File: config.mk
export PLATFORM = sky130hd
export DESIGN_NAME = adc_unit_top
export DESIGN_NICKNAME = d
export VERILOG_FILES = /design/src/adc_pkg.sv /design/src/adc_unit_top.sv /design/src/sample_fifo.sv /design/src/lane_gearbox.sv /design/src/fclk_monitor.sv /design/src/word_phase_ctr.sv /design/src/frame_align_fsm.sv
export SDC_FILE = /design/constraint.sdc
export NUM_CORES = 1
export LEC_CHECK = 0
export BUFFER_PORTS_ARGS = -buffer_cell sky130_fd_sc_hd__clkbuf_2
export CORE_AREA = 2 2 143 145
export DETAILED_ROUTE_END_ITERATION = 8
export DIE_AREA = 0 0 145 147
export GPL_ROUTABILITY_DRIVEN = 0
export PLACE_DENSITY = 0.8
export SYNTH_ARGS = -nofsm -noshare
export SYNTH_HDL_FRONTEND = slang
export SYNTH_SLANG_ARGS = --single-unit
File: constraint.sdc
create_clock -name lclk_d4 -period 2.89 [get_ports lclk_d4]
set_input_delay 0.289 -clock lclk_d4 [delete_from_list [all_inputs] [get_ports lclk_d4]]
set_output_delay 0.289 -clock lclk_d4 [all_outputs]
set_load 0.02 [all_outputs]
File: src/adc_pkg.sv
package adc_pkg;

  // one converter sample, 10 bits, sent lsb first on its lane
  typedef logic [9:0] sample_t;

  // one deserialized 4-bit group of a data lane or of the frame clock
  typedef logic [3:0] group_t;

  // word phase within a frame, 0 to 4
  typedef logic [2:0] phase_t;

  // frame clock error count, wraps at 2^32
  typedef logic [31:0] err_cnt_t;

  // frame alignment states
  typedef enum logic {
    HUNT,   // looking for the last group of a frame
    LOCKED  // boundary found, phase counter runs
  } align_state_t;

  // legal frame clock groups in arrival order
  localparam group_t FCLK_G0 = 4'b1111; // first group, first data bits
  localparam group_t FCLK_G1 = 4'b0001;
  localparam group_t FCLK_G2 = 4'b1100;
  localparam group_t FCLK_G3 = 4'b0111;
  localparam group_t FCLK_G4 = 4'b0000; // last group of a frame

  // last phase of a frame, two samples per lane are done here
  localparam phase_t PHASE_LAST = 3'd4;

endpackage
File: src/adc_unit_top.sv
`timescale 1ns/1ps

module adc_unit_top #(
  parameter int FIFO_DEPTH = 8
) (
  input  logic              lclk_d4,
  input  logic              rst_n,
  input  logic              sync,         // force realignment
  input  adc_pkg::group_t   fclk4b,       // deserialized frame clock
  input  logic [7:0]        din4b,        // lane 1 in 7:4, lane 0 in 3:0
  input  logic              rd_en,
  output logic              locked,
  output adc_pkg::err_cnt_t fclk_err_cnt,
  output adc_pkg::sample_t  dout_ch0,
  output adc_pkg::sample_t  dout_ch1,
  output logic              dout_odd,
  output logic              empty,
  output logic              full
);

  import adc_pkg::*;

  phase_t  phase;
  logic    pair_valid;
  sample_t ch0;
  sample_t ch1;
  logic    odd;

  frame_align_fsm i_frame_align_fsm (
    .lclk_d4 (lclk_d4),
    .rst_n   (rst_n),
    .sync    (sync),
    .fclk4b  (fclk4b),
    .locked  (locked)
  );

  word_phase_ctr i_word_phase_ctr (
    .lclk_d4 (lclk_d4),
    .rst_n   (rst_n),
    .locked  (locked),
    .phase   (phase)
  );

  lane_gearbox i_lane_gearbox (
    .lclk_d4    (lclk_d4),
    .rst_n      (rst_n),
    .phase      (phase),
    .din4b      (din4b),
    .pair_valid (pair_valid),
    .ch0        (ch0),
    .ch1        (ch1),
    .odd        (odd)
  );

  // runs whether locked or not
  fclk_monitor i_fclk_monitor (
    .lclk_d4 (lclk_d4),
    .rst_n   (rst_n),
    .fclk4b  (fclk4b),
    .err_cnt (fclk_err_cnt)
  );

  sample_fifo #(
    .FIFO_DEPTH (FIFO_DEPTH)
  ) i_sample_fifo (
    .lclk_d4  (lclk_d4),
    .rst_n    (rst_n),
    .wr_en    (pair_valid),
    .wr_ch0   (ch0),
    .wr_ch1   (ch1),
    .wr_odd   (odd),
    .rd_en    (rd_en),
    .dout_ch0 (dout_ch0),
    .dout_ch1 (dout_ch1),
    .dout_odd (dout_odd),
    .empty    (empty),
    .full     (full)
  );

endmodule

File: src/sample_fifo.sv
`timescale 1ns/1ps

module sample_fifo #(
  parameter int FIFO_DEPTH = 8  // power of two, 2 or more
) (
  input  logic             lclk_d4,
  input  logic             rst_n,
  input  logic             wr_en,
  input  adc_pkg::sample_t wr_ch0,
  input  adc_pkg::sample_t wr_ch1,
  input  logic             wr_odd,
  input  logic             rd_en,    // pop strobe, ignored while empty
  output adc_pkg::sample_t dout_ch0,
  output adc_pkg::sample_t dout_ch1,
  output logic             dout_odd,
  output logic             empty,
  output logic             full
);

  import adc_pkg::*;

  localparam int AW = $clog2(FIFO_DEPTH);
  localparam int EW = 2 * $bits(sample_t) + 1; // {odd, ch1, ch0}

  logic [EW-1:0] mem [FIFO_DEPTH];
  logic [AW-1:0] wr_ptr;
  logic [AW-1:0] rd_ptr;
  logic [AW:0]   cnt;      // occupancy
  logic [AW:0]   cnt_nxt;
  logic          push;
  logic          pop;

  assign push = wr_en && !full;  // newest pair lost on overflow
  assign pop  = rd_en && !empty;

  always_comb begin
    cnt_nxt = cnt;
    if (push && !pop) begin
      cnt_nxt = cnt + 1'b1;
    end else if (pop && !push) begin
      cnt_nxt = cnt - 1'b1;
    end
  end

  always_ff @(posedge lclk_d4) begin
    if (push) begin
      mem[wr_ptr] <= {wr_odd, wr_ch1, wr_ch0};
    end
  end

  // pointers wrap on their own, depth is a power of two
  always_ff @(posedge lclk_d4 or negedge rst_n) begin
    if (!rst_n) begin
      wr_ptr <= '0;
      rd_ptr <= '0;
      cnt    <= '0;
      empty  <= 1'b1;
      full   <= 1'b0;
    end else begin
      if (push) wr_ptr <= wr_ptr + 1'b1;
      if (pop)  rd_ptr <= rd_ptr + 1'b1;
      cnt   <= cnt_nxt;
      empty <= (cnt_nxt == '0);
      full  <= (cnt_nxt == (AW+1)'(FIFO_DEPTH));
    end
  end

  // show-ahead head
  assign {dout_odd, dout_ch1, dout_ch0} = mem[rd_ptr];

endmodule

File: src/lane_gearbox.sv
`timescale 1ns/1ps

module lane_gearbox (
  input  logic             lclk_d4,
  input  logic             rst_n,
  input  adc_pkg::phase_t  phase,
  input  logic [7:0]       din4b,      // lane 1 in 7:4, lane 0 in 3:0
  output logic             pair_valid, // one pulse per finished pair
  output adc_pkg::sample_t ch0,
  output adc_pkg::sample_t ch1,
  output logic             odd         // high for the d1 stream
);

  import adc_pkg::*;

  group_t  grp  [2];  // per lane group of this cycle
  sample_t d0_q [2];  // even word holding regs
  sample_t d1_q [2];  // odd word holding regs

  assign grp[0] = din4b[3:0];
  assign grp[1] = din4b[7:4];

  // slice loading, lsb first
  // d0 spans phases 0..2, d1 starts in the upper half of phase 2
  always_ff @(posedge lclk_d4) begin
    for (int i = 0; i < 2; i++) begin
      case (phase)
        3'd0: d0_q[i][3:0] <= grp[i];
        3'd1: d0_q[i][7:4] <= grp[i];
        3'd2: begin
          d0_q[i][9:8] <= grp[i][1:0]; // d0 complete
          d1_q[i][1:0] <= grp[i][3:2]; // d1 begins
        end
        3'd3: d1_q[i][5:2] <= grp[i];
        PHASE_LAST: d1_q[i][9:6] <= grp[i]; // d1 complete
        default: begin
        end
      endcase
    end
  end

  // strobe lands the same cycle the finished word is in the holding reg
  always_ff @(posedge lclk_d4 or negedge rst_n) begin
    if (!rst_n) begin
      pair_valid <= 1'b0;
      odd        <= 1'b0;
    end else begin
      pair_valid <= (phase == 3'd2) || (phase == PHASE_LAST);
      if (phase == 3'd2) begin
        odd <= 1'b0;
      end else if (phase == PHASE_LAST) begin
        odd <= 1'b1;
      end
    end
  end

  // d0 is stable until the next phase 0, d1 until the next phase 2
  assign ch0 = odd ? d1_q[0] : d0_q[0];
  assign ch1 = odd ? d1_q[1] : d0_q[1];

endmodule

File: src/fclk_monitor.sv
`timescale 1ns/1ps

module fclk_monitor (
  input  logic              lclk_d4,
  input  logic              rst_n,
  input  adc_pkg::group_t   fclk4b,
  output adc_pkg::err_cnt_t err_cnt
);

  import adc_pkg::*;

  group_t   fclk_q1;  // newest registered group
  group_t   fclk_q2;  // the one before it
  logic [1:0] vld;    // both stages hold real groups once vld[1] is set
  group_t   pred;     // expected predecessor of fclk_q1
  logic     legal;    // fclk_q1 is one of the five groups
  err_cnt_t cnt;

  always_ff @(posedge lclk_d4) begin
    fclk_q1 <= fclk4b;
    fclk_q2 <= fclk_q1;
  end

  // pipeline fill after reset, keeps stale groups out of the count
  always_ff @(posedge lclk_d4 or negedge rst_n) begin
    if (!rst_n) begin
      vld <= 2'b00;
    end else begin
      vld <= {vld[0], 1'b1};
    end
  end

  // sequence is G0 G1 G2 G3 G4 then G0 again
  always_comb begin
    legal = 1'b1;
    pred  = FCLK_G3;
    case (fclk_q1)
      FCLK_G0: pred = FCLK_G4;
      FCLK_G1: pred = FCLK_G0;
      FCLK_G2: pred = FCLK_G1;
      FCLK_G3: pred = FCLK_G2;
      FCLK_G4: pred = FCLK_G3;
      default: legal = 1'b0;  // anything else is a broken frame clock
    endcase
  end

  // one illegal group costs 2, once for itself and once as a bad predecessor
  always_ff @(posedge lclk_d4 or negedge rst_n) begin
    if (!rst_n) begin
      cnt <= '0;
    end else if (vld[1] && (!legal || (fclk_q2 != pred))) begin
      cnt <= cnt + 1'b1;  // wraps naturally
    end
  end

  assign err_cnt = cnt;

endmodule

File: src/word_phase_ctr.sv
`timescale 1ns/1ps

module word_phase_ctr (
  input  logic            lclk_d4,
  input  logic            rst_n,
  input  logic            locked,
  output adc_pkg::phase_t phase
);

  import adc_pkg::*;

  phase_t cnt; // running modulo-5 count

  // parked at 0 while unlocked, so the first locked cycle is phase 0
  always_ff @(posedge lclk_d4 or negedge rst_n) begin
    if (!rst_n) begin
      cnt <= '0;
    end else if (!locked) begin
      cnt <= '0;
    end else if (cnt == PHASE_LAST) begin
      cnt <= '0;            // frame done, wrap
    end else begin
      cnt <= cnt + 1'b1;
    end
  end

  // forced to 0 right away when lock drops, e.g. one cycle after sync
  assign phase = locked ? cnt : '0;

endmodule

File: src/frame_align_fsm.sv
`timescale 1ns/1ps

module frame_align_fsm (
  input  logic            lclk_d4,
  input  logic            rst_n,
  input  logic            sync,     // restart the hunt
  input  adc_pkg::group_t fclk4b,   // deserialized frame clock
  output logic            locked
);

  import adc_pkg::*;

  align_state_t state;
  align_state_t state_nxt;

  // boundary search
  // the last group of a frame marks the edge, the next cycle starts a word
  always_comb begin
    state_nxt = state;
    case (state)
      HUNT: begin
        if (fclk4b == FCLK_G4) begin
          state_nxt = LOCKED; // next cycle carries FCLK_G0 and the first data bits
        end
      end
      LOCKED: begin
        state_nxt = LOCKED; // held, fclk_monitor watches for slips
      end
      default: begin
        state_nxt = HUNT;
      end
    endcase
    if (sync) begin
      state_nxt = HUNT;   // sync wins over everything
    end
  end

  always_ff @(posedge lclk_d4 or negedge rst_n) begin
    if (!rst_n) begin
      state <= HUNT;
    end else begin
      state <= state_nxt;
    end
  end

  assign locked = (state == LOCKED);

endmodule

==> impl_metrics.json, run 1 <==
{
  "outcome": "complete, no violations",
  "setup_tns_ps": 0,
  "wl_mm": 19.46,
  "antenna_cells": 0,
  "skew_ps": 22.53,
  "cts_resized": 0,
  "synth_edf_count": 208,
  "cts.sinks": 268,
  "drc": 0,
  "relSlewSlack": 0.4025,
  "ant_nets": 0,
  "place_hpwl_mm": 11.71,
  "ys_seq_area_frac": 0.7356,
  "ys.warnings.count": 0,
  "avgSynthCellArea_um2": 18.61,
  "ctsHoldBuffers": 6,
  "setup_viol": 0,
  "fin_ws_ps": 366.9,
  "period_needed_ps": 2523,
  "cts_buffers": 26,
  "finalHoldViolCount": 0,
  "peakVddDrop_v": 0.0005724,
  "syn_nets": 586,
  "drive_gt1_frac": 0.3231,
  "grt_setup_unrepaired": "false",
  "core_um2": 19840,
  "synth_ff_type": "edfxtp_1",
  "critPathArrivalTime_ps": 2230,
  "dpl.cell_count": 897,
  "power.density_nw_per_um2": 810.6,
  "antenna_found_initial": 1,
  "cts.htree.levels": 1,
  "r2r_start": "i_fclk_monitor.err_cnt[13]",
  "end_kind": "output pin",
  "portBuffers": 71,
  "crit_start": "i_sample_fifo.rd_ptr[1]",
  "fin_util": 0.6090,
  "nNetsFinal": 684,
  "grt_pass1_wl_mm": 30.84,
  "wl_per_cell_um": 20.47,
  "worstHoldPathType": "in -> reg",
  "netlist-cell-type-count": 46,
  "design_area_um2": 12080,
  "fmax_mhz": 396.3,
  "finalMaxSlewViolations": 0,
  "min_period_over_period": 0.8730,
  "clk_pin_slew_ps": 60,
  "drtIter0Drc": 392,
  "die_y_um": 147,
  "die_width_um": 145,
  "ios": 72,
  "cp.required_ps": 2600,
  "die-area_um2": 21320,
  "dpl_worst_slack_ps": 876.0,
  "grt_remaining_overflow": 0,
  "leakagePower_nw": 4.388,
  "synth-seq-cells": 268,
  "cts_tree": "done",
  "async_flop_share": 0.1940,
  "mappedNetlistArea_um2": 10480,
  "track_usage": 0.1854,
  "fin_cells": 951,
  "tightest_slew_ps": 896.3,
  "cts_buffer_depth": 3,
  "dpl_cell_area_um2": 11230,
  "grt_max_degree": 45,
  "worstSkewPairLatency_ps": 530,
  "min-delay-start": "din4b[5]",
  "start_util": 0.5281,
  "cap_violations": 0,
  "clockRootBuffer": "clkbuf_16",
  "dr.pass1.iters": 4,
  "vias_per_cell": 5.572,
  "grt_pass1_vias": 5639,
  "cp-start-kind": "flop",
  "regToRegSetupSlack_ps": 810,
  "path_class": "reg -> out",
  "crit_fanout": 44,
  "syn_inst": 563,
  "fp-row-count": 52,
  "cts_setup_buffers": 0,
  "syn2layout_area_growth_pct": 15.32,
  "vias": 5299
}
cells by family (layout without fill, tap and decap cells):
| kind of cell | count (synthesis) | after routing | synth area share |
|---|---|---|---|
| flops | 268 | 268 | 0.7356 |
| simple gates | 122 | 122 | 0.06448 |
| mux | 86 | 86 | 0.1373 |
| xor+xnor | 39 | 39 | 0.03260 |
| buf+inv | 31 | 149 | 0.01325 |
| compound gates | 9 | 9 | 0.008001 |
| fa+ha+maj | 7 | 7 | 0.008358 |
| other cells | 1 | 1 | 0.0003579 |
area by class of cell:
class                   count  area, µm²
clock inverters            14      101.3
well taps                 270      337.8
fillers                  1379       7760
clock buffers              34      690.7
repair buffers             93      548.0
flip-flops and latches    268       7710
inverters                   8      30.03
multi-input cells         264       2666
metrics by stage:
| step | hold WS, ps | power [W] |
|---|---|---|
| floorplan | -6.591 | 0.006169 |
| finish | 13.37 | 0.009795 |
| CTS | 1.060 | 0.009904 |
| global placement | 336.0 | 0.006697 |
| global route | 2.627 | 0.01017 |
| detailed placement | 347.8 | 0.006773 |
registers in the layout, indices dropped and copies added, names as in the netlist, 2 cells and up:
signal                  cells
i_fclk_monitor.err_cnt     32
i_fclk_monitor.fclk_q1      4
i_fclk_monitor.fclk_q2      4
i_fclk_monitor.vld          2
i_lane_gearbox.d0_q        20
i_lane_gearbox.d1_q        20
i_sample_fifo.cnt           4
i_sample_fifo.mem         168
i_sample_fifo.rd_ptr        3
i_sample_fifo.wr_ptr        3
i_word_phase_ctr.cnt        3
layout by cell type, fill, tap and decap left out, drive strengths merged, types with 2 or more instances in the layout:
cell and n:
or2 2, a211oi 2, mux4 42, edfxtp 208, xor2 10, mux2i 2
nor2b 4, nor3 13, ha 7, dfrtp 51, xnor2 29, clkbuf 105
nor4 5, nor3b 2, and4 4, nand2 32, nand4 15, inv 8
nand3 5, mux2 42, buf 16, nand2b 6, dlygate4sd3 6, dfxtp 8
and3 10, clkinv 13, nor2 19
cell usage after synthesis, drive strengths merged (2+ instances only):
| master | instances | share of area |
|---|---|---|
| and4 | 4 | 0.0033 |
| dfxtp | 8 | 0.015 |
| nor4 | 5 | 0.0044 |
| ha | 7 | 0.0084 |
| mux2 | 42 | 0.045 |
| xnor2 | 29 | 0.024 |
| mux4 | 42 | 0.090 |
| nor3 | 13 | 0.0062 |
| edfxtp | 208 | 0.60 |
| xor2 | 10 | 0.0084 |
| a211oi | 2 | 0.0014 |
| buf | 9 | 0.0054 |
| clkbuf | 14 | 0.0050 |
| inv | 8 | 0.0029 |
| mux2i | 2 | 0.0019 |
| dfrtp | 51 | 0.12 |
| and3 | 10 | 0.0060 |
| or2 | 2 | 0.0014 |
| nor2 | 19 | 0.0068 |
| nor2b | 4 | 0.0024 |
| nand2 | 32 | 0.011 |
| nand3 | 5 | 0.0033 |
| nor3b | 2 | 0.0014 |
| nand4 | 15 | 0.0096 |
| nand2b | 6 | 0.0043 |
worst paths after layout:
| check | cells after the start | end |
|---|---|---|
| worst max-delay path | 4 | dout_ch0[6] |
| worst min-delay path | 1 | i_lane_gearbox.d0_q[1][5] |
| worst max register to register | 6 | i_fclk_monitor.err_cnt[24] |
| worst min register to register | 0 | i_fclk_monitor.vld[1] |
| max in group asynchronous | 3 | i_fclk_monitor.err_cnt[0] |
| min in group asynchronous | 2 | i_fclk_monitor.err_cnt[17] |
layer usage:
layer,part of all wire,global-route usage
met1,0.41,0.2443
met2,0.52,0.3205
met3,0.053,0.03478
met4,0.022,0.05198
met5,0.00067,0
worst max-delay path, stage by stage (launching register included):
cell	delay (ps)
dfrtp_1	320
buf_4	500
mux4_2	420
mux2_2	300
clkbuf_2	160
power breakdown:
group          leakage [nW]  total (W)  switching (W)  internal [W]
clock network         0.388    0.00312        0.00135       0.00177
logic                  1.35    0.00227        0.00120       0.00107
registers              2.65    0.00440       0.000138       0.00426
total                  4.39    0.00979        0.00269       0.00711
No activity file was read; power rests on OpenSTA's default activity.
==> run 2: changes to the inputs <==
Settings changed: ABC_AREA from default to 1, CORE_AREA 2 2 143 145 to 2 2 147 149, DIE_AREA 0 0 145 147 to 0 0 149 151, PLACE_DENSITY 0.8 to 0.81.
==> run 2 against run 1 <==
Effect of this change: die area grew 5.6%; critical path depth grew 3; critical endpoint is now dout_ch0[0]; utilization grew 2.1 points; synthesized area grew 8.3%; non-clock buffer count grew 7; critical path type unchanged; sequential power is essentially flat; first-iteration DRC count grew 65%; clock skew shrank 8.9 ps.
==> impl_metrics.json, run 2 <==
{
  "fill_cells": 1572,
  "period_needed_ps": 2587,
  "syn_nets": 1062,
  "netlist-cell-type-count": 32,
  "worstSkewPairLatency_ps": 530,
  "synth_ff_type": "edfxtp_1",
  "mostFrequentLayoutCells": "364 x nand2_1, 208 x edfxtp_1, 99 x nor2_1",
  "drive_gt1_frac": 0.1375,
  "seq_area_um2": 7714,
  "critPathArrivalTime_ps": 2300,
  "async_flop_share": 0.1940,
  "layout_commonest_cell": "nand2_1",
  "drtIter0Drc": 646,
  "tightest_slew_ps": 925.1,
  "grt_remaining_overflow": 0,
  "synth_edf_count": 208,
  "synth_compound_area_frac": 0.04753,
  "cp-start-kind": "flop",
  "synth_commonest_cells": "364 x nand2_1, 208 x edfxtp_1, 107 x nor2_1",
  "grt-busiest-layer": "met2",
  "wl_mm": 24.59,
  "finalHoldViolCount": 0,
  "ios": 72,
  "min_period_over_period": 0.8951,
  "fin_ws_ps": 303.1,
  "peakVddDrop_v": 0.0005563,
  "cts.sinks": 268,
  "clk_pin_slew_ps": 60,
  "syn_inst": 1039,
  "core_um2": 20820,
  "path_class": "reg -> out",
  "place_hpwl_mm": 14.98,
  "syn2layout_area_growth_pct": 15.58,
  "grt_setup_unrepaired": "false",
  "cts_setup_buffers": 0,
  "multiInputGateArea_um2": 3267,
  "grt_pass1_vias": 7575,
  "start_util": 0.5449,
  "cts_tree": "done",
  "skew_ps": 13.62,
  "avgSynthCellArea_um2": 10.92,
  "synthMuxAreaShare": 0.03705,
  "synth_xor_area_frac": 0.01235,
  "yosys.area_share.simple": 0.1806,
  "synth-seq-cells": 268,
  "fp-row-count": 53,
  "nNetsFinal": 1153,
  "drc": 0,
  "yosys.area.top_type": "edfxtp_1",
  "synth_top_family_by_area": "simple AND/OR/NAND/NOR gates",
  "cts_buffers": 25,
  "largest-register": "i_sample_fifo.mem",
  "synth.most_common_cell": "nand2_1",
  "synth_top_area_share": 0.5505,
  "fmax_mhz": 386.6,
  "cp.required_ps": 2600,
  "grtUsageMet1": 0.2988,
  "die_width_um": 149,
  "leakagePower_nw": 5.275,
  "use_met2": 0.3749,
  "mappedNetlistArea_um2": 11350,
  "cts.htree.levels": 1,
  "die_y_um": 151,
  "antenna_cells": 0,
  "end_kind": "output pin",
  "grt_max_degree": 86,
  "synth_adder_area_share": 0.007719,
  "power.density_nw_per_um2": 824.6,
  "die-area_um2": 22500,
  "vias_per_cell": 5.404,
  "setup_tns_ps": 0,
  "wl_per_cell_um": 17.27,
  "portBuffers": 71,
  "relSlewSlack": 0.3833,
  "ys_seq_area_frac": 0.6794,
  "synth_area_leaders": "edfxtp_1 55%, nand2_1 12%, dfrtp_1 11%",
  "grt_pass1_wl_mm": 39.02,
  "vias": 7695,
  "dpl_worst_slack_ps": 606.2,
  "crit_fanout": 24,
  "ys.warnings.count": 0,
  "finalMaxSlewViolations": 0,
  "worstHoldPathType": "in -> reg",
  "largest_reg_flops": 168,
  "setup_viol": 0,
  "clockRootBuffer": "clkbuf_16",
  "outcome": "complete, no violations",
  "track_usage": 0.2236,
  "ant_nets": 0,
  "met3_usage": 0.03795,
  "antenna_found_initial": 0,
  "cap_violations": 0,
  "cts_buffer_depth": 3,
  "dr.pass1.iters": 5
}
[run 2: changes by cell type in the layout (fill, tap and decap cells not counted), moves of 22 or more]
cell / previous run / this run
nand2_1: 32 / 364
nor2_1: 19 / 99
o21ai_0: 0 / 51
inv_1: 8 / 52
o22ai_1: 0 / 43
mux2_2: 42 / 0
mux4_2: 42 / 0
mux2i_1: 2 / 42
xnor2_1: 29 / 7
[run 2: stage by stage]
step	cells	instance area (µm²)	utilization	hold slack, ps	total power, W
after floorplan	1039	11350	-	-6.591	0.006380
after global placement	1368	12070	0.5796	335.6	0.007058
after detailed placement	1368	12070	0.5796	341.0	0.007159
after CTS	1424	13110	0.6298	5.175	0.01083
after global routing	1424	13110	0.6298	1.024	0.01127
final	1424	13110	0.6298	13.62	0.01081
[run 2: worst paths after layout]
path | start | endpoint | cells after the start | slack [ps]
hold reg to reg | i_fclk_monitor.vld[0] | i_fclk_monitor.vld[1] | 0 | 360
setup reg to reg | i_lane_gearbox.odd | i_sample_fifo.mem[5][18] | 3 | 520
hold / removal | din4b[0] | i_lane_gearbox.d0_q[0][4] | 1 | 10
min in group asynchronous | rst_n | i_fclk_monitor.err_cnt[31] | 2 | 320
setup / recovery | i_sample_fifo.rd_ptr[0] | dout_ch0[0] | 7 | 300
max in group asynchronous | rst_n | i_sample_fifo.empty | 3 | 1900
[run 2: layout make-up]
class,count,area share
Sequential cell,268,0.5882
Clock buffer,31,0.05095
Multi-Input combinational cell,680,0.2491
Tap cell,275,0.02624
Inverter,55,0.01593
Clock inverter,15,0.02109
Timing Repair Buffer,100,0.04847
[run 2: routing by layer]
| metal | routed length [µm] | up-vias |
|---|---|---|
| met5 | 0 | - |
| met2 | 12030 | 337 |
| met3 | 1920 | 46 |
| li1 | - | 3701 |
| met1 | 10020 | 3611 |
| met4 | 619 | 0 |
[run 2: what timing repair did]
item                                    in CTS  in global routing
hold endpoints to repair                    48                  0
hold buffers                                10                  0
gates resized for setup                      0                  0
endpoints found under the setup margin       0                  0
[run 2: power breakdown]
group	total (W)	switching, W	internal, W	leakage, nW
registers	0.00441	0.000166	0.00425	2.64
logic	0.00273	0.00180	0.000933	2.18
clock network	0.00367	0.00138	0.00229	0.454
total	0.0108	0.00335	0.00747	5.28
[run 2: kinds of logic after synthesis]
logic type      Yosys count
compound gates           97
mux                      42
other cells               1
simple gates            517
buf+inv                  91
xor+xnor                 16
fa+ha+maj                 7
flops                   268
[run 2: critical path: stages (launching register included)]
cell,delay (ps)
dfrtp_4,490
inv_2,340
buf_12,250
nor2_1,70
o22ai_1,200
nand2_1,90
nand2_1,150
clkbuf_2,190
==> run 3: changes to the inputs <==
Settings changed: RECOVER_POWER from default to 25.
==> run 3 against run 2 <==
Effect of this change: critical path depth is the same; maximum frequency grew 0.14%; setup slack gained 3.6 ps; sequential cell count is the same; critical endpoint unchanged; largest cell class unchanged; largest power group unchanged; highest routed layer unchanged.
==> impl_metrics.json, run 3 (synthesized netlist as in run 2, its figures left out) <==
{
  "antenna_cells": 0,
  "die_width_um": 149,
  "critPathArrivalTime_ps": 2290,
  "multiInputGateArea_um2": 3253,
  "cts_resized": 0,
  "grt_pass1_vias": 7575,
  "crit_fanout": 24,
  "slowest_stage": "dfrtp_4",
  "drive_gt1_frac": 0.1218,
  "power.density_nw_per_um2": 827.1,
  "tightest_slew_ps": 1337,
  "grt-busiest-layer": "met2",
  "fp-row-count": 53,
  "grt_remaining_overflow": 0,
  "peakVddDrop_v": 0.0005573,
  "crit_family": "buffers and inverters",
  "grt_max_degree": 86,
  "clk_pin_slew_ps": 60,
  "ios": 72,
  "cp.required_ps": 2600,
  "path_common_cell": "nand2_1",
  "fin_cells": 1424,
  "drtIter0Drc": 648,
  "dpl.cell_count": 1368,
  "cts.sinks": 268,
  "place_hpwl_mm": 14.98,
  "leakagePower_nw": 5.221,
  "grtUsageMet1": 0.2988,
  "outcome": "complete, no violations",
  "min_delay_path_depth": 1,
  "path_buf_inv": 3,
  "dpl_cell_area_um2": 12070,
  "worstSkewPairLatency_ps": 530,
  "end_kind": "output pin",
  "min-delay-start": "din4b[0]",
  "relSlewSlack": 0.1088,
  "setup_viol": 0,
  "antenna_found_initial": 0,
  "core_um2": 20820,
  "cp-start-kind": "flop",
  "period_needed_ps": 2583,
  "syn2layout_area_growth_pct": 15.10,
  "finalHoldViolCount": 0,
  "skew_ps": 12.51,
  "die-area_um2": 22500,
  "cts_buffer_depth": 3,
  "vias_per_cell": 5.396,
  "die_y_um": 151,
  "timing.rr.end": "i_sample_fifo.mem[5][18]",
  "largest_reg_flops": 168,
  "largest-register": "i_sample_fifo.mem",
  "seq_area_um2": 7714,
  "path_cells": "inv_2 > buf_12 > nor2_1 > o22ai_1 > nand2_1 > nand2_1 > clkbuf_2",
  "cts_tree": "done",
  "nNetsFinal": 1153,
  "worstHoldPathType": "in -> reg",
  "fmax_mhz": 387.1,
  "grt_pass1_wl_mm": 39.02,
  "r2r_start": "i_lane_gearbox.odd",
  "slowest_delay_ps": 490,
  "design_area_um2": 13060,
  "ant_nets": 0,
  "ctsHoldBuffers": 10,
  "dr.pass1.iters": 5,
  "wl_mm": 24.58,
  "use_met2": 0.3749,
  "track_usage": 0.2236,
  "path_class": "reg -> out",
  "regToRegSetupSlack_ps": 530,
  "grt_setup_unrepaired": "false",
  "met3_usage": 0.03795,
  "r2r_cells": 3,
  "layout_commonest_cell": "nand2_1",
  "start_util": 0.5449,
  "fill_cells": 1583,
  "finalMaxSlewViolations": 0,
  "cts_setup_buffers": 0,
  "setup_tns_ps": 0,
  "cts_buffers": 25,
  "wl_per_cell_um": 17.26,
  "portBuffers": 71,
  "mostFrequentLayoutCells": "364 x nand2_1, 208 x edfxtp_1, 100 x nor2_1",
  "clockRootBuffer": "clkbuf_16",
  "worstHoldEndpoint": "i_lane_gearbox.d0_q[0][4]",
  "cap_violations": 0,
  "drc": 0,
  "min_period_over_period": 0.8939,
  "vias": 7684,
  "cts.htree.levels": 1
}
## run 3: worst max-delay path by stage
stage                                  startpoint                       end  depth (start not counted)
after CTS                 i_sample_fifo.rd_ptr[0]               dout_ch1[2]                          7
after detailed placement       i_lane_gearbox.odd   i_sample_fifo.mem[1][7]                          3
final                     i_sample_fifo.rd_ptr[0]               dout_ch0[0]                          7
after global routing      i_sample_fifo.rd_ptr[0]               dout_ch1[2]                          7
after floorplan                i_sample_fifo.full   i_sample_fifo.mem[0][0]                          4
after global placement         i_lane_gearbox.odd  i_sample_fifo.mem[1][10]                          3
## run 3: report_power, final
part           internal, W  leakage, nW  switching, W
clock network      0.00229        0.454       0.00138
logic             0.000929         2.12       0.00180
registers          0.00425         2.64      0.000163
total              0.00746         5.22       0.00334
## run 3: per-stage QoR
step                      hold WS, ps  utilization  setup slack, ps  power, W
after floorplan                -6.591            -            651.7  0.006380
after global placement          335.6       0.5796            652.1  0.007058
after detailed placement        341.0       0.5796            606.2  0.007159
after CTS                       5.175       0.6298            322.6   0.01083
after global routing            71.28       0.6271            210.0   0.01127
final                           81.87       0.6271            306.7   0.01080
## run 3: layout make-up
cell class	count	area share
well taps	275	0.02635
clock inverters	15	0.02117
repair buffers	100	0.04551
flip-flops and latches	268	0.5907
clock buffers	31	0.05116
multi-input cells	680	0.2491
inverters	55	0.01600
## run 3: worst register-to-register path, stage by stage (launching register included)
cell	delay, ps
dfrtp_1	950
inv_1	700
nand2_1	200
nand2_1	200
## run 3: layer usage
metal / vias up / part of all wire
met3: 44 / 0.079
li1: 3702 / -
met1: 3603 / 0.41
met5: - / 0
met2: 335 / 0.49
met4: 0 / 0.024
